<file path="config.mk">
export PLATFORM = sky130hd
export DESIGN_NAME = sig_count_top
export DESIGN_NICKNAME = d
export VERILOG_FILES = /design/src/hw/match_pkg.sv /design/src/hw/sig_count_top.sv /design/src/hw/stream_table.sv /design/src/hw/stream_matcher.sv /design/src/hw/expn_dfa.sv
export SDC_FILE = /design/constraint.sdc
export NUM_CORES = 1
export LEC_CHECK = 0
export ABC_AREA = 1
export ABC_CLOCK_PERIOD_IN_PS = 2910
export BUFFER_PORTS_ARGS = -buffer_cell sky130_fd_sc_hd__buf_2
export CORE_ASPECT_RATIO = 0.6
export CORE_MARGIN = 3
export CORE_UTILIZATION = 36
export CTS_CLUSTER_SIZE = 8
export DETAILED_ROUTE_END_ITERATION = 10
export GPL_TIMING_DRIVEN = 0
export PLACE_DENSITY_LB_ADDON = 0.08
export SKIP_LAST_GASP = 1
export SYNTH_ARGS = -nofsm -noshare
export SYNTH_HDL_FRONTEND = slang
export SYNTH_SLANG_ARGS = --single-unit
export TNS_END_PERCENT = 1
</file>
<file path="constraint.sdc">
create_clock -name clk -period 2.91 [get_ports clk]
set_clock_uncertainty 0.05 [all_clocks]
set_input_delay 0.4365 -clock clk [delete_from_list [all_inputs] [get_ports clk]]
set_output_delay 0.4365 -clock clk [all_outputs]
set_load 0.05 [all_outputs]
</file>
<file path="src/hw/match_pkg.sv">
package match_pkg;

   // Width of one saved automaton state
   localparam int STATE_W = 3;

   // One input character
   typedef logic [7:0] byte_t;

   // Letters of the word, upper case
   localparam byte_t CHAR_E = 8'h45;
   localparam byte_t CHAR_X = 8'h58;
   localparam byte_t CHAR_P = 8'h50;
   localparam byte_t CHAR_N = 8'h4e;

   // Progress through "EXPN"
   // S_EXPN means the full word was the last thing seen
   typedef enum logic [STATE_W-1:0]
   {
      S_IDLE = 3'd0,
      S_E    = 3'd1,
      S_EX   = 3'd2,
      S_EXP  = 3'd3,
      S_EXPN = 3'd4
   } dfa_state_e;

   // Map a..z onto A..Z, pass everything else through
   function automatic byte_t fold_upper(input byte_t c);
      byte_t r;
      r = c;
      if (c >= 8'h61 && c <= 8'h7a)
      begin
         r = c - 8'h20;
      end
      return r;
   endfunction

endpackage
</file>
<file path="src/hw/sig_count_top.sv">
`timescale 1ns/100ps

module sig_count_top
#(
   parameter  int NUM_STREAMS = 64,
   localparam int ID_W        = $clog2(NUM_STREAMS)
)
(
   input  logic             clk,
   input  logic             rst_n,
   // Packet framing
   input  logic             load_state,
   input  logic [ID_W-1:0]  stream_id,
   input  match_pkg::byte_t char_in,
   input  logic             char_in_vld,
   input  logic             eop,
   // Enable table writes
   input  logic             cfg_wr,
   input  logic [ID_W-1:0]  cfg_stream,
   input  logic             cfg_enable,
   // Results
   output logic [15:0]      count,
   output logic             fired
);

   // Table lookups for the current stream
   logic enable;
   logic new_stream_id;

   // Matcher tells the table a state was saved
   logic save_pulse;

   stream_table #(.NUM_STREAMS(NUM_STREAMS)) u_stream_table
   (
      .clk           (clk),
      .rst_n         (rst_n),
      .cfg_wr        (cfg_wr),
      .cfg_stream    (cfg_stream),
      .cfg_enable    (cfg_enable),
      .stream_id     (stream_id),
      .save_pulse    (save_pulse),
      .enable        (enable),
      .new_stream_id (new_stream_id)
   );

   stream_matcher #(.NUM_STREAMS(NUM_STREAMS)) u_stream_matcher
   (
      .clk           (clk),
      .rst_n         (rst_n),
      .load_state    (load_state),
      .eop           (eop),
      .char_in_vld   (char_in_vld),
      .char_in       (char_in),
      .stream_id     (stream_id),
      .enable        (enable),
      .new_stream_id (new_stream_id),
      .save_pulse    (save_pulse),
      .count         (count),
      .fired         (fired)
   );

endmodule

</file>
<file path="src/hw/stream_table.sv">
`timescale 1ns/100ps

module stream_table
#(
   parameter  int NUM_STREAMS = 64,
   localparam int ID_W        = $clog2(NUM_STREAMS)
)
(
   input  logic            clk,
   input  logic            rst_n,
   input  logic            cfg_wr,
   input  logic [ID_W-1:0] cfg_stream,
   input  logic            cfg_enable,
   input  logic [ID_W-1:0] stream_id,
   input  logic            save_pulse,
   output logic            enable,
   output logic            new_stream_id
);

   // Rule enable per stream
   logic [NUM_STREAMS-1:0] enable_bits;

   // Set once a stream had its state saved
   logic [NUM_STREAMS-1:0] seen_bits;

   // Configuration writes
   always_ff @(posedge clk)
   begin
      if (!rst_n)
      begin
         enable_bits <= '0;
      end
      else if (cfg_wr)
      begin
         enable_bits[cfg_stream] <= cfg_enable;
      end
   end

   // Seen bits only ever get set, until reset
   always_ff @(posedge clk)
   begin
      if (!rst_n)
      begin
         seen_bits <= '0;
      end
      else if (save_pulse)
      begin
         seen_bits[stream_id] <= 1'b1;
      end
   end

   // Lookups for the current stream
   assign enable        = enable_bits[stream_id];
   assign new_stream_id = ~seen_bits[stream_id];

   // Matcher may only save for a stream the table has enabled
   save_needs_enable: assert property (@(posedge clk) disable iff (!rst_n)
      save_pulse |-> enable)
      else $error("save_pulse for disabled stream %0h", stream_id);

endmodule

</file>
<file path="src/hw/stream_matcher.sv">
`timescale 1ns/100ps

module stream_matcher
#(
   parameter  int NUM_STREAMS = 64,
   localparam int ID_W        = $clog2(NUM_STREAMS)
)
(
   input  logic               clk,
   input  logic               rst_n,
   input  logic               load_state,
   input  logic               eop,
   input  logic               char_in_vld,
   input  match_pkg::byte_t   char_in,
   input  logic [ID_W-1:0]    stream_id,
   input  logic               enable,
   input  logic               new_stream_id,
   output logic               save_pulse,
   output logic [15:0]        count,
   output logic               fired
);

   import match_pkg::*;

   // Saved automaton state, one entry per stream
   dfa_state_e state_mem [NUM_STREAMS];

   // Restore path into the automaton
   dfa_state_e state_in;
   logic       state_in_vld;

   // Automaton outputs
   dfa_state_e state_out;
   logic       accept_out;

   // Set once the word was seen in the current packet
   logic       pkt_match;

   // Save happens only for enabled streams at packet end
   assign save_pulse = eop & enable;

   assign fired = pkt_match;

   // Restore strobe, delayed one cycle from load_state
   always_ff @(posedge clk)
   begin
      if (!rst_n)
      begin
         state_in_vld <= 1'b0;
      end
      else
      begin
         state_in_vld <= load_state;
      end
   end

   // Restored value
   // A stream never saved before starts clean
   always_ff @(posedge clk)
   begin
      if (load_state)
      begin
         if (new_stream_id)
         begin
            state_in <= S_IDLE;
         end
         else
         begin
            state_in <= state_mem[stream_id];
         end
      end
   end

   // Write back the final state of an enabled packet
   always_ff @(posedge clk)
   begin
      if (save_pulse)
      begin
         state_mem[stream_id] <= state_out;
      end
   end

   // Packet flag and global count
   always_ff @(posedge clk)
   begin
      if (!rst_n)
      begin
         pkt_match <= 1'b0;
         count     <= 16'd0;
      end
      else
      begin
         // New packet, forget the last result
         if (load_state)
         begin
            pkt_match <= 1'b0;
         end

         // At most one count per packet however often the word shows
         if (accept_out)
         begin
            pkt_match <= 1'b1;
         end

         if (eop)
         begin
            if (enable)
            begin
               // Wraps at 16 bits
               count <= count + 16'(pkt_match);
            end
            else
            begin
               // Rule off for this stream, drop the result
               pkt_match <= 1'b0;
            end
         end
      end
   end

   expn_dfa u_expn_dfa
   (
      .clk          (clk),
      .rst_n        (rst_n),
      .char_in      (char_in),
      .char_in_vld  (char_in_vld),
      .state_in     (state_in),
      .state_in_vld (state_in_vld),
      .state_out    (state_out),
      .accept_out   (accept_out)
   );

   // Packet start and end share the state memory port
   no_load_with_eop: assert property (@(posedge clk) disable iff (!rst_n)
      !(load_state && eop))
      else $error("load_state and eop together, stream %0h", stream_id);

   // A late character would miss the saved state
   no_char_with_eop: assert property (@(posedge clk) disable iff (!rst_n)
      !(char_in_vld && eop))
      else $error("char_in_vld with eop, char %0h", char_in);

endmodule

</file>
<file path="src/hw/expn_dfa.sv">
`timescale 1ns/100ps

module expn_dfa
(
   input  logic               clk,
   input  logic               rst_n,
   input  match_pkg::byte_t   char_in,
   input  logic               char_in_vld,
   input  match_pkg::dfa_state_e state_in,
   input  logic               state_in_vld,
   output match_pkg::dfa_state_e state_out,
   output logic               accept_out
);

   import match_pkg::*;

   // Current automaton state
   dfa_state_e state_q;

   // State the next step starts from
   dfa_state_e base_state;

   // State after this cycle
   dfa_state_e next_state;

   // Folded input character
   byte_t      char_up;

   // One step of the automaton on an upper-case character
   function automatic dfa_state_e step(input dfa_state_e cur, input byte_t c);
      dfa_state_e nxt;
      // On the failure path an E can always begin a new word
      nxt = (c == CHAR_E) ? S_E : S_IDLE;
      case (cur)
         S_E:
         begin
            if (c == CHAR_X)
            begin
               nxt = S_EX;
            end
         end
         S_EX:
         begin
            if (c == CHAR_P)
            begin
               nxt = S_EXP;
            end
         end
         S_EXP:
         begin
            if (c == CHAR_N)
            begin
               nxt = S_EXPN;
            end
         end
         // S_IDLE and S_EXPN both restart from scratch
         default:
         begin
            nxt = (c == CHAR_E) ? S_E : S_IDLE;
         end
      endcase
      return nxt;
   endfunction

   assign char_up = fold_upper(char_in);

   // A restore in this cycle replaces the held state
   assign base_state = state_in_vld ? state_in : state_q;

   // Step only on a valid character
   always_comb
   begin
      next_state = base_state;
      if (char_in_vld)
      begin
         next_state = step(base_state, char_up);
      end
   end

   // State register
   always_ff @(posedge clk)
   begin
      if (!rst_n)
      begin
         state_q <= S_IDLE;
      end
      else
      begin
         state_q <= next_state;
      end
   end

   // Accept pulse one cycle after the N that closed the word
   always_ff @(posedge clk)
   begin
      if (!rst_n)
      begin
         accept_out <= 1'b0;
      end
      else
      begin
         accept_out <= char_in_vld && (next_state == S_EXPN);
      end
   end

   assign state_out = state_q;

   // A restored state has to be one of the five legal encodings
   state_out_legal: assert property (@(posedge clk) disable iff (!rst_n)
      state_out inside {S_IDLE, S_E, S_EX, S_EXP, S_EXPN})
      else $error("state_out holds illegal encoding %0h", state_out);

endmodule

</file>
==> impl_metrics.env, run 1 <==
export IMPL_syn_nets=1819
export IMPL_fillers=4298
export IMPL_pre_cts_ws_ns=-0.9139
export IMPL_fin_crit_ns=2.910
export IMPL_dp_hpwl_mm=41.01
export IMPL_grt_usage=0.2480
export IMPL_finalSetupViolCount=0
export IMPL_dr_pass1_iters=5
export IMPL_slowest_delay_ns=0.80
export IMPL_cts_max_path_buffers=3
export IMPL_portBuffers=35
export IMPL_first_global_vias=12480
export IMPL_hold_buffers=0
export IMPL_cts_buffers=49
export IMPL_fin_cells=2475
export IMPL_antenna_found_initial=0
export IMPL_wl_mm=57.51
export IMPL_hp_class="input port to register"
export IMPL_rsz0062_at_grt="true"
export IMPL_core_area_mm2=0.04209
export IMPL_drcViolationCount=0
export IMPL_slew_violations=0
export IMPL_synth_top_cell_by_area="edfxtp_1"
export IMPL_final_nets=1908
export IMPL_cts_root_buf="clkbuf_16"
export IMPL_tns_ns=0
export IMPL_cp_cell_sequence="buf_2, inv_1, nor3_1, nand2_1, nand2_1, nor2_2, nand2_4, nand2_4, inv_2, nand2_1, nor2_1"
export IMPL_synth_distinct_cells=35
export IMPL_die_x_um=273.3
export IMPL_worst_slack_ns=0.0003713
export IMPL_crit_fanout=10
export IMPL_cp_start_kind="input port"
export IMPL_synth_top_cell_area_share=0.3794
export IMPL_maxCapViolations=0
export IMPL_critical_path_slowest_cell="nor3_1"
export IMPL_drive_gt1_frac=0.09291
export IMPL_fmax_mhz=343.7
export IMPL_htreeDepth=2
export IMPL_arrival_ns=3.10
export IMPL_post_cts_buffers=0
export IMPL_worstSetupEndpointType="register"
export IMPL_place_congestion=0.8815
export IMPL_wl_per_cell_um=23.24
export IMPL_start_util=0.3666
export IMPL_avgSynthCellArea_um2=8.626
export IMPL_cts_tree="done"
export IMPL_cts_sinks=345
export IMPL_power_density_mw_per_mm2=624.2
export IMPL_drtIter0Drc=1628
export IMPL_antennaDiodeCount=0
export IMPL_relSlewSlack=0.1827
export IMPL_ios=44
export IMPL_placedCellCount=2398
export IMPL_peakVddDrop_mv=0.4221
export IMPL_tightest_slew_ns=1.221
export IMPL_die_h_um=166.4
export IMPL_drt_vias_per_instance=5.416
export IMPL_area_delta_synth_final_pct=15.46
export IMPL_synth_area_mm2=0.01543
export IMPL_synth_area_top_cells="edfxtp_1, dfxtp_1, nand2_1"
export IMPL_grt_max_degree=47
export IMPL_yosysSeqAreaShare=0.5740
export IMPL_total_power_mw=11.12
export IMPL_overflow=0
export IMPL_leakage_nw=6.576
export IMPL_ant_nets=0
export IMPL_dieArea_mm2=0.04547
export IMPL_post_route_period_util=0.9999
export IMPL_syn_instance_count=1789
export IMPL_yosysWarnings=0
export IMPL_status="complete, no violations"
export IMPL_clock_latency_ns=0.57
export IMPL_vias=13410
export IMPL_finalHoldViolations=0
export IMPL_cp_common_cell="nand2_1"
export IMPL_grt_pass1_wl_mm=83.41
export IMPL_crit_required_ns=3.10
export IMPL_critical_path_class="input port to register"
export IMPL_ys_seq_elements=345
export IMPL_num_rows=58
export IMPL_cts_clk_slew_worst_paths_ns=0.05
cells by family after synthesis:
| kind of cell | synth area share |
|---|---|
| AO/OA/AOI/OAI | 0.1122 |
| flip-flops | 0.5740 |
| buffers and inverters | 0.07500 |
| AND/OR/NAND/NOR | 0.2284 |
| XOR/XNOR | 0.007945 |
| adder cells (fa/ha/maj) | 0.002433 |
cell type report:
class	count	area [µm²]	area share
Timing Repair Buffer	39	242.7	0.01362
Buffer	92	419.2	0.02352
Multi-Input combinational cell	1155	5453	0.3060
Tap cell	570	713.2	0.04003
Inverter	196	738.2	0.04143
Clock buffer	75	1345	0.07549
Sequential cell	345	8862	0.4974
Clock inverter	3	45.04	0.002528
worst paths after layout:
path | startpoint | endpoint | slack (ns) | cells after the start
max | stream_id[5] | u_stream_matcher.state_mem[41][0] | 0.0004 | 11
min | load_state | u_stream_matcher.state_in_vld | 0.09 | 3
max reg2reg | u_stream_table.enable_bits[13] | u_stream_matcher.state_mem[41][0] | 0.19 | 14
min reg2reg | u_stream_table.seen_bits[7] | u_stream_table.seen_bits[7] | 0.40 | 2
Yosys cell counts, drive strengths merged:
library cell,count
xor2,10
nor4,1
nand3b,3
o22ai,19
clkbuf,48
or3,1
o2111ai,3
o21ai,96
edfxtp,195
and3,1
xnor2,4
a22oi,28
ha,3
a21oi,161
nand4,36
inv,195
buf,45
nand2,454
dfxtp,150
clkinv,1
nand3,160
o211ai,1
nor2,115
o21bai,11
and2,1
nor3,47
through the flow:
stage | area [µm²] | hold slack [ns] | utilization
2_1_floorplan | 15430 | 0.3797 | -
3_3_place_gp | 16320 | 0.3867 | 0.3878
3_5_place_dp | 16410 | 0.3902 | 0.3898
4_1_cts | 17800 | 0.07223 | 0.4229
5_1_grt | 17820 | 0.09072 | 0.4233
6_report | 17820 | 0.08820 | 0.4233
layout by cell type, fill, tap and decap left out, drive strengths merged:
cell type,n
a21oi,161
a22oi,28
and2,1
and3,1
buf,84
clkbuf,122
clkinv,3
dfxtp,150
edfxtp,195
ha,3
inv,196
nand2,454
nand3,160
nand3b,3
nand4,36
nor2,115
nor3,47
nor4,1
o2111ai,3
o211ai,1
o21ai,96
o21bai,11
o22ai,19
or3,1
xnor2,4
xor2,10
what timing repair did:
item,in CTS,in global routing
endpoints found under the setup margin,69,40
gates resized for setup,2,10
gates cloned,0,0
critical path: cells and delay by family:
| family | cells | cell delay (ns) |
|---|---|---|
| buffers and inverters | 3 | 0.55 |
| AND/OR/NAND/NOR | 8 | 2.09 |
state kept, by name, summed over array words and instances (netlist names):
signal	flops
u_stream_matcher.u_expn_dfa.state_out	3
u_stream_matcher.count	16
u_stream_table.enable_bits	64
u_stream_table.seen_bits	64
u_stream_matcher.fired	1
u_stream_matcher.state_mem	192
u_stream_matcher.state_in	3
u_stream_matcher.state_in_vld	1
u_stream_matcher.u_expn_dfa.accept_out	1
where the power goes:
| group | total [mW] | switching, mW | internal (mW) |
|---|---|---|---|
| Sequential | 5.16 | 0.0165 | 5.14 |
| Clock | 5.34 | 2.19 | 3.15 |
| Combinational | 0.625 | 0.503 | 0.121 |
per-layer routing:
layer,routed length (µm),up-vias,global-route usage
met2,21050,635,0.3083
li1,-,6197,-
met4,717,0,0.04311
met3,6566,75,0.06773
met1,29180,6498,0.4152
met5,0,-,0
(Power assumes the default switching activity.)
==> run 2: changes to the inputs <==
- CORE_ASPECT_RATIO: 0.6 -> 1.5
==> run 2 against run 1 <==
  * Sequential cell count did not move
  * Setup slack got worse by 0.053 ns
  * Clock-buffer cell count rose by 1
  * Critical endpoint is now u_stream_matcher.state_in[2]
  * The run now ends with setup timing left
  * Combinational power fell by 4.0%
  * Final cell count fell by 0.20%
  * Worst hold slack got worse by 0.012 ns
  * Sequential power barely moved
  * Largest cell class unchanged
  * Maximum frequency fell by 1.8%
==> impl_metrics.env, run 2 (same netlist as run 1, synthesis figures left out) <==
export IMPL_die_h_um=259.6
export IMPL_dp_hpwl_mm=40.25
export IMPL_cts_sinks=345
export IMPL_worstSetupEndpointType="register"
export IMPL_die_x_um=175.1
export IMPL_regToRegStartpoint="u_stream_table.enable_bits[37]"
export IMPL_total_power_mw=11.07
export IMPL_post_route_util=0.4216
export IMPL_num_rows=92
export IMPL_switchingPower_mw=2.655
export IMPL_rsz0062_at_grt="true"
export IMPL_hold_end="u_stream_matcher.u_expn_dfa.accept_out"
export IMPL_hp_class="input port to register"
export IMPL_fin_crit_ns=2.962
export IMPL_placed_area_mm2=0.01638
export IMPL_grt_pass1_wl_mm=83.52
export IMPL_crit_required_ns=3.30
export IMPL_start_util=0.3653
export IMPL_core_area_mm2=0.04225
export IMPL_grt_usage=0.2452
export IMPL_cts_tree="done"
export IMPL_area_delta_synth_final_pct=15.41
export IMPL_maxCapViolations=0
export IMPL_tightest_slew_ns=1.078
export IMPL_crit_fanout=10
export IMPL_power_density_mw_per_mm2=621.7
export IMPL_leakage_nw=6.571
export IMPL_combPwrFrac=0.054
export IMPL_crit_buf_inv=6
export IMPL_dieArea_mm2=0.04544
export IMPL_dr_pass1_iters=5
export IMPL_pwr_share_seq=0.466
export IMPL_mostFrequentLayoutCells="nand2_1, edfxtp_1, inv_1"
export IMPL_slowest_delay_ns=0.75
export IMPL_cts_clk_slew_worst_paths_ns=0.05
export IMPL_cts_root_buf="clkbuf_16"
export IMPL_relSlewSlack=0.2785
export IMPL_reg2reg_depth=14
export IMPL_cp_cell_sequence="buf_2, inv_2, buf_2, nand3_2, inv_2, clkbuf_1, a22oi_1, nand4_1, nand2_1, nand2_1, nor2_1, nand2_1, nand2_1, inv_1"
export IMPL_ios=44
export IMPL_hold_buffers=0
export IMPL_vias=12990
export IMPL_p_sw_frac=0.2397
export IMPL_top_regs="u_stream_matcher.state_mem x192, u_stream_table.enable_bits x64, u_stream_table.seen_bits x64"
export IMPL_violations="setup timing"
export IMPL_cp_start_kind="input port"
export IMPL_min_from="char_in_vld"
export IMPL_largest_reg_flops=192
export IMPL_drt_vias_per_instance=5.257
export IMPL_post_cts_buffers=0
export IMPL_hold_slack_ns=0.07613
export IMPL_cts_buffers=49
export IMPL_clock_latency_ns=0.57
export IMPL_peakVddDrop_mv=0.4475
export IMPL_place_congestion=0.8991
export IMPL_cp_common_cell="nand2_1"
export IMPL_wl_mm=56.21
export IMPL_tns_ns=-0.1372
export IMPL_regToRegEndpoint="u_stream_matcher.state_mem[45][1]"
export IMPL_drtIter0Drc=1105
export IMPL_grt_max_degree=46
export IMPL_status="finished with violations"
export IMPL_reg2reg_slack_ns=0.24
export IMPL_ant_nets=0
export IMPL_finalHoldViolations=0
export IMPL_pwr_share_clk=0.480
export IMPL_final_nets=1908
export IMPL_first_global_vias=12940
export IMPL_post_route_period_util=1.018
export IMPL_worst_slack_ns=-0.05230
export IMPL_drcViolationCount=0
export IMPL_overflow=0
export IMPL_antennaDiodeCount=0
export IMPL_mostFrequentLayoutCell="nand2_1"
export IMPL_wl_per_cell_um=22.76
export IMPL_slew_violations=0
export IMPL_critical_path_class="input port to register"
export IMPL_p_int_mw=8.419
export IMPL_portBuffers=35
export IMPL_critical_path_slowest_cell="clkbuf_1"
export IMPL_arrival_ns=3.35
export IMPL_drive_gt1_frac=0.09234
export IMPL_design_area_mm2=0.01781
export IMPL_antenna_found_initial=0
export IMPL_holdPathStages=3
export IMPL_fmax_mhz=337.6
export IMPL_cp_top_family="buffers and inverters"
export IMPL_cts_max_path_buffers=3
export IMPL_top_register="u_stream_matcher.state_mem"
export IMPL_finalSetupViolCount=3
export IMPL_htreeDepth=2
==> run 2: cell count changes in the layout (fill, tap and decap cells not counted) <==
cell and delta:
nand3_1 +1, inv_4 -1, o21ai_2 -1, nand2_1 -1
buf_4 -1, o21ai_0 +1, nand2_2 +1, clkbuf_1 +3
clkbuf_2 -1, nand3_2 -1, nor3_2 +2, nor3_1 -2
inv_2 +1
==> run 2: how the worst max path moves through the flow <==
| stage | start | endpoint | slack (ns) | cells after the start |
|---|---|---|---|---|
| after detailed placement | stream_id[5] | u_stream_matcher.state_mem[33][1] | -0.93 | 11 |
| after floorplan | stream_id[0] | u_stream_matcher.state_mem[20][0] | 0.61 | 16 |
| final | stream_id[1] | u_stream_matcher.state_in[2] | -0.05 | 14 |
| after global placement | stream_id[4] | u_stream_matcher.state_mem[33][0] | -0.89 | 11 |
| after CTS | stream_id[1] | u_stream_matcher.state_in[2] | -0.003 | 14 |
| after global routing | stream_id[0] | u_stream_matcher.state_mem[45][1] | -0.14 | 17 |
==> run 2: metal layers <==
metal | global-route usage | share of wire | up-vias
met3 | 0.02819 | 0.040 | 127
met4 | 0.1060 | 0.047 | 0
li1 | - | - | 6204
met2 | 0.4611 | 0.53 | 408
met1 | 0.2779 | 0.38 | 6247
met5 | 0 | 0 | -
==> run 2: power groups by stage <==
stage / Sequential (mW) / Combinational [mW] / Clock, mW
CTS: 5.16 / 0.598 / 5.42
floorplan: 5.26 / 0.308 / 0
global placement: 5.28 / 0.565 / 0
global route: 5.16 / 0.638 / 5.61
finish: 5.16 / 0.600 / 5.31
detailed placement: 5.26 / 0.595 / 0
==> run 2: final cells by class <==
type / count / area, µm²
Tap cell: 564 / 705.7
Multi-Input combinational cell: 1155 / 5456
Timing Repair Buffer: 38 / 235.2
Buffer: 93 / 421.7
Inverter: 196 / 735.7
Clock inverter: 3 / 45.04
Sequential cell: 345 / 8862
Clock buffer: 76 / 1349
Fill cell: 4360 / 24430
==> run 2: timing repair <==
| action | CTS | global route |
|---|---|---|
| pin swaps | 0 | 0 |
| endpoints found under the setup margin | 77 | 44 |
| gates resized for setup | 4 | 5 |
==> run 2: worst reg2reg max path: stages, from the launching register on <==
cell and delay (ns):
dfxtp_1 0.34, nand2_1 0.05, nand2_1 0.13, nand2_1 0.07
nand2_1 0.09, nand2_1 0.05, nand2_1 0.10, nand2_1 0.05
nand2_1 0.10, nor2_2 0.06, nand2_4 0.15, nand2_4 0.12
inv_2 0.31, nand2_1 0.33, nor2_1 0.33
==> run 2: stage by stage <==
stage               cells  setup slack, ns
floorplan            1789           0.6147
global placement     2388          -0.8857
detailed placement   2391          -0.9252
CTS                  2470        -0.003333
global route         2470          -0.1393
finish               2470         -0.05230
==> run 3: changes to the inputs <==
- CORE_MARGIN: 3 -> 5
==> run 3 against run 2 <==
  * The flow now finishes without violations
  * Wire length increased by 0.46%
  * Core utilization decreased by 0.48 points
  * Clock-buffer cell count decreased by 1
  * Sequential power about the same
  * Global-route usage decreased by 0.86 points
  * Final cell count increased by 0.24%
  * First-iteration DRC count decreased by 6.8%
  * Critical path depth decreased by 1
  * Total power decreased by 1.0%
  * Final area about the same
  * Die area increased by 3.9%
  * Critical path type unchanged
  * Highest routed layer unchanged
==> impl_metrics.env, run 3 (same netlist as run 1, synthesis figures left out) <==
export IMPL_ios=44
export IMPL_drtIter0Drc=1030
export IMPL_grt_pass1_wl_mm=83.30
export IMPL_peakVddDrop_mv=0.3297
export IMPL_portBuffers=35
export IMPL_post_cts_buffers=0
export IMPL_wl_per_cell_um=22.80
export IMPL_regToRegEndpoint="u_stream_matcher.state_mem[33][0]"
export IMPL_finalSetupViolCount=0
export IMPL_wl_met1_mm=20.95
export IMPL_tightest_slew_ns=1.102
export IMPL_drcViolationCount=0
export IMPL_grt_max_degree=45
export IMPL_cp_start_kind="input port"
export IMPL_drive_gt1_frac=0.09186
export IMPL_maxCapViolations=0
export IMPL_post_route_util=0.4168
export IMPL_die_x_um=179.1
export IMPL_arrival_ns=3.26
export IMPL_mostFrequentLayoutCells="nand2_1, edfxtp_1, inv_1"
export IMPL_holdPathStages=3
export IMPL_wl_met2_mm=30.57
export IMPL_status="complete, no violations"
export IMPL_clock_latency_ns=0.56
export IMPL_worstSetupEndpointType="register"
export IMPL_first_global_vias=12990
export IMPL_min_from="load_state"
export IMPL_dr_pass1_iters=6
export IMPL_relSlewSlack=0.2624
export IMPL_cts_tree="done"
export IMPL_fin_crit_ns=2.875
export IMPL_final_nets=1909
export IMPL_rsz0062_at_grt="true"
export IMPL_grt_usage=0.2366
export IMPL_num_rows=93
export IMPL_fillers=4338
export IMPL_place_congestion=0.8778
export IMPL_dieArea_mm2=0.04719
export IMPL_ant_nets=0
export IMPL_regToRegStartpoint="u_stream_table.enable_bits[37]"
export IMPL_cts_sinks=345
export IMPL_cts_max_path_buffers=3
export IMPL_power_density_mw_per_mm2=615.8
export IMPL_drt_vias_per_instance=5.256
export IMPL_area_delta_synth_final_pct=15.34
export IMPL_cts_root_buf="clkbuf_16"
export IMPL_critical_path_slowest_cell="nand3_1"
export IMPL_hold_end="u_stream_matcher.state_in_vld"
export IMPL_placed_area_mm2=0.01642
export IMPL_hp_class="input port to register"
export IMPL_vias=13010
export IMPL_largest_reg_flops=192
export IMPL_critical_path_class="input port to register"
export IMPL_crit_required_ns=3.29
export IMPL_antenna_found_initial=1
export IMPL_finalHoldViolations=0
export IMPL_start_util=0.3614
export IMPL_core_area_mm2=0.04270
export IMPL_reg2reg_slack_ns=0.29
export IMPL_cp_cell_sequence="buf_2, buf_2, nand3_1, inv_1, buf_2, a22oi_1, nand4_1, nand2_1, nand2_1, nor2_1, nand2_1, nand2_1, inv_1"
export IMPL_leakage_nw=6.568
export IMPL_fmax_mhz=347.8
export IMPL_overflow=0
export IMPL_hold_buffers=0
export IMPL_dp_hpwl_mm=40.95
export IMPL_topRoutingLayerUsed="met4"
export IMPL_slowest_delay_ns=0.47
export IMPL_die_h_um=263.6
export IMPL_mostFrequentLayoutCell="nand2_1"
export IMPL_cts_buffers=49
export IMPL_crit_fanout=10
export IMPL_design_area_mm2=0.01780
export IMPL_hold_slack_ns=0.1015
export IMPL_reg2reg_depth=14
export IMPL_top_register="u_stream_matcher.state_mem"
export IMPL_met3_length_mm=2.199
export IMPL_total_power_mw=10.96
export IMPL_post_route_period_util=0.9879
export IMPL_top_regs="u_stream_matcher.state_mem x192, u_stream_table.enable_bits x64, u_stream_table.seen_bits x64"
export IMPL_cp_common_cell="nand2_1"
export IMPL_slew_violations=0
export IMPL_cts_clk_slew_worst_paths_ns=0.05
export IMPL_htreeDepth=2
export IMPL_wl_mm=56.46
==> run 3: metrics by stage <==
step                      worst slack [ns]  instances  setup TNS [ns]
after floorplan                     0.6147       1789               0
after global placement              -1.065       2394         -165.07
after detailed placement           -0.8327       2399          -97.84
after CTS                          -0.1615       2476          -1.694
after global routing              -0.04015       2475         -0.1408
final                              0.03513       2476               0
==> run 3: worst max-delay path: cells and delay by family <==
kind            cells  cell delay [ns]
simple gates        7             1.19
buf+inv             5             1.45
compound gates      1             0.15
==> run 3: cell type report <==
type / count / area [µm²] / area share
clock inverters: 2 / 28.78 / 0.001617
well taps: 570 / 713.2 / 0.04007
multi-input cells: 1155 / 5456 / 0.3066
clock buffers: 75 / 1324 / 0.07437
inverters: 196 / 735.7 / 0.04133
diodes: 1 / 2.502 / 0.0001406
plain buffers: 92 / 419.2 / 0.02355
repair buffers: 40 / 257.7 / 0.01448
flip-flops and latches: 345 / 8862 / 0.4979
==> run 3: report_power, final <==
part	internal (mW)	total [mW]	switching, mW	leakage (nW)
registers	5.15	5.16	0.0184	2.83
logic	0.123	0.595	0.472	3.09
clock network	3.09	5.20	2.11	0.648
==> run 3: how the worst max path moves through the flow <==
stage	startpoint	slack [ns]	depth (start not counted)	to
final	stream_id[1]	0.04	13	u_stream_matcher.state_in[2]
after global routing	stream_id[0]	-0.04	17	u_stream_matcher.state_mem[33][0]
after floorplan	stream_id[0]	0.61	16	u_stream_matcher.state_mem[20][0]
after global placement	stream_id[4]	-1.07	11	u_stream_matcher.state_mem[17][1]
after detailed placement	stream_id[5]	-0.83	11	u_stream_matcher.state_mem[33][0]
after CTS	stream_id[5]	-0.16	11	u_stream_matcher.state_mem[33][0]
==> run 3: layer usage <==
metal	global-route usage	vias to the layer above
met1	0.2616	6317
met3	0.02787	131
met5	0	-
met4	0.1042	0
met2	0.4451	372
li1	-	6193
==> run 3: timing repair <==
item                                    CTS  global route
resized for setup                         2             7
endpoints found under the setup margin   57            69
cloned                                    0             0
hold endpoints to repair                  0             0
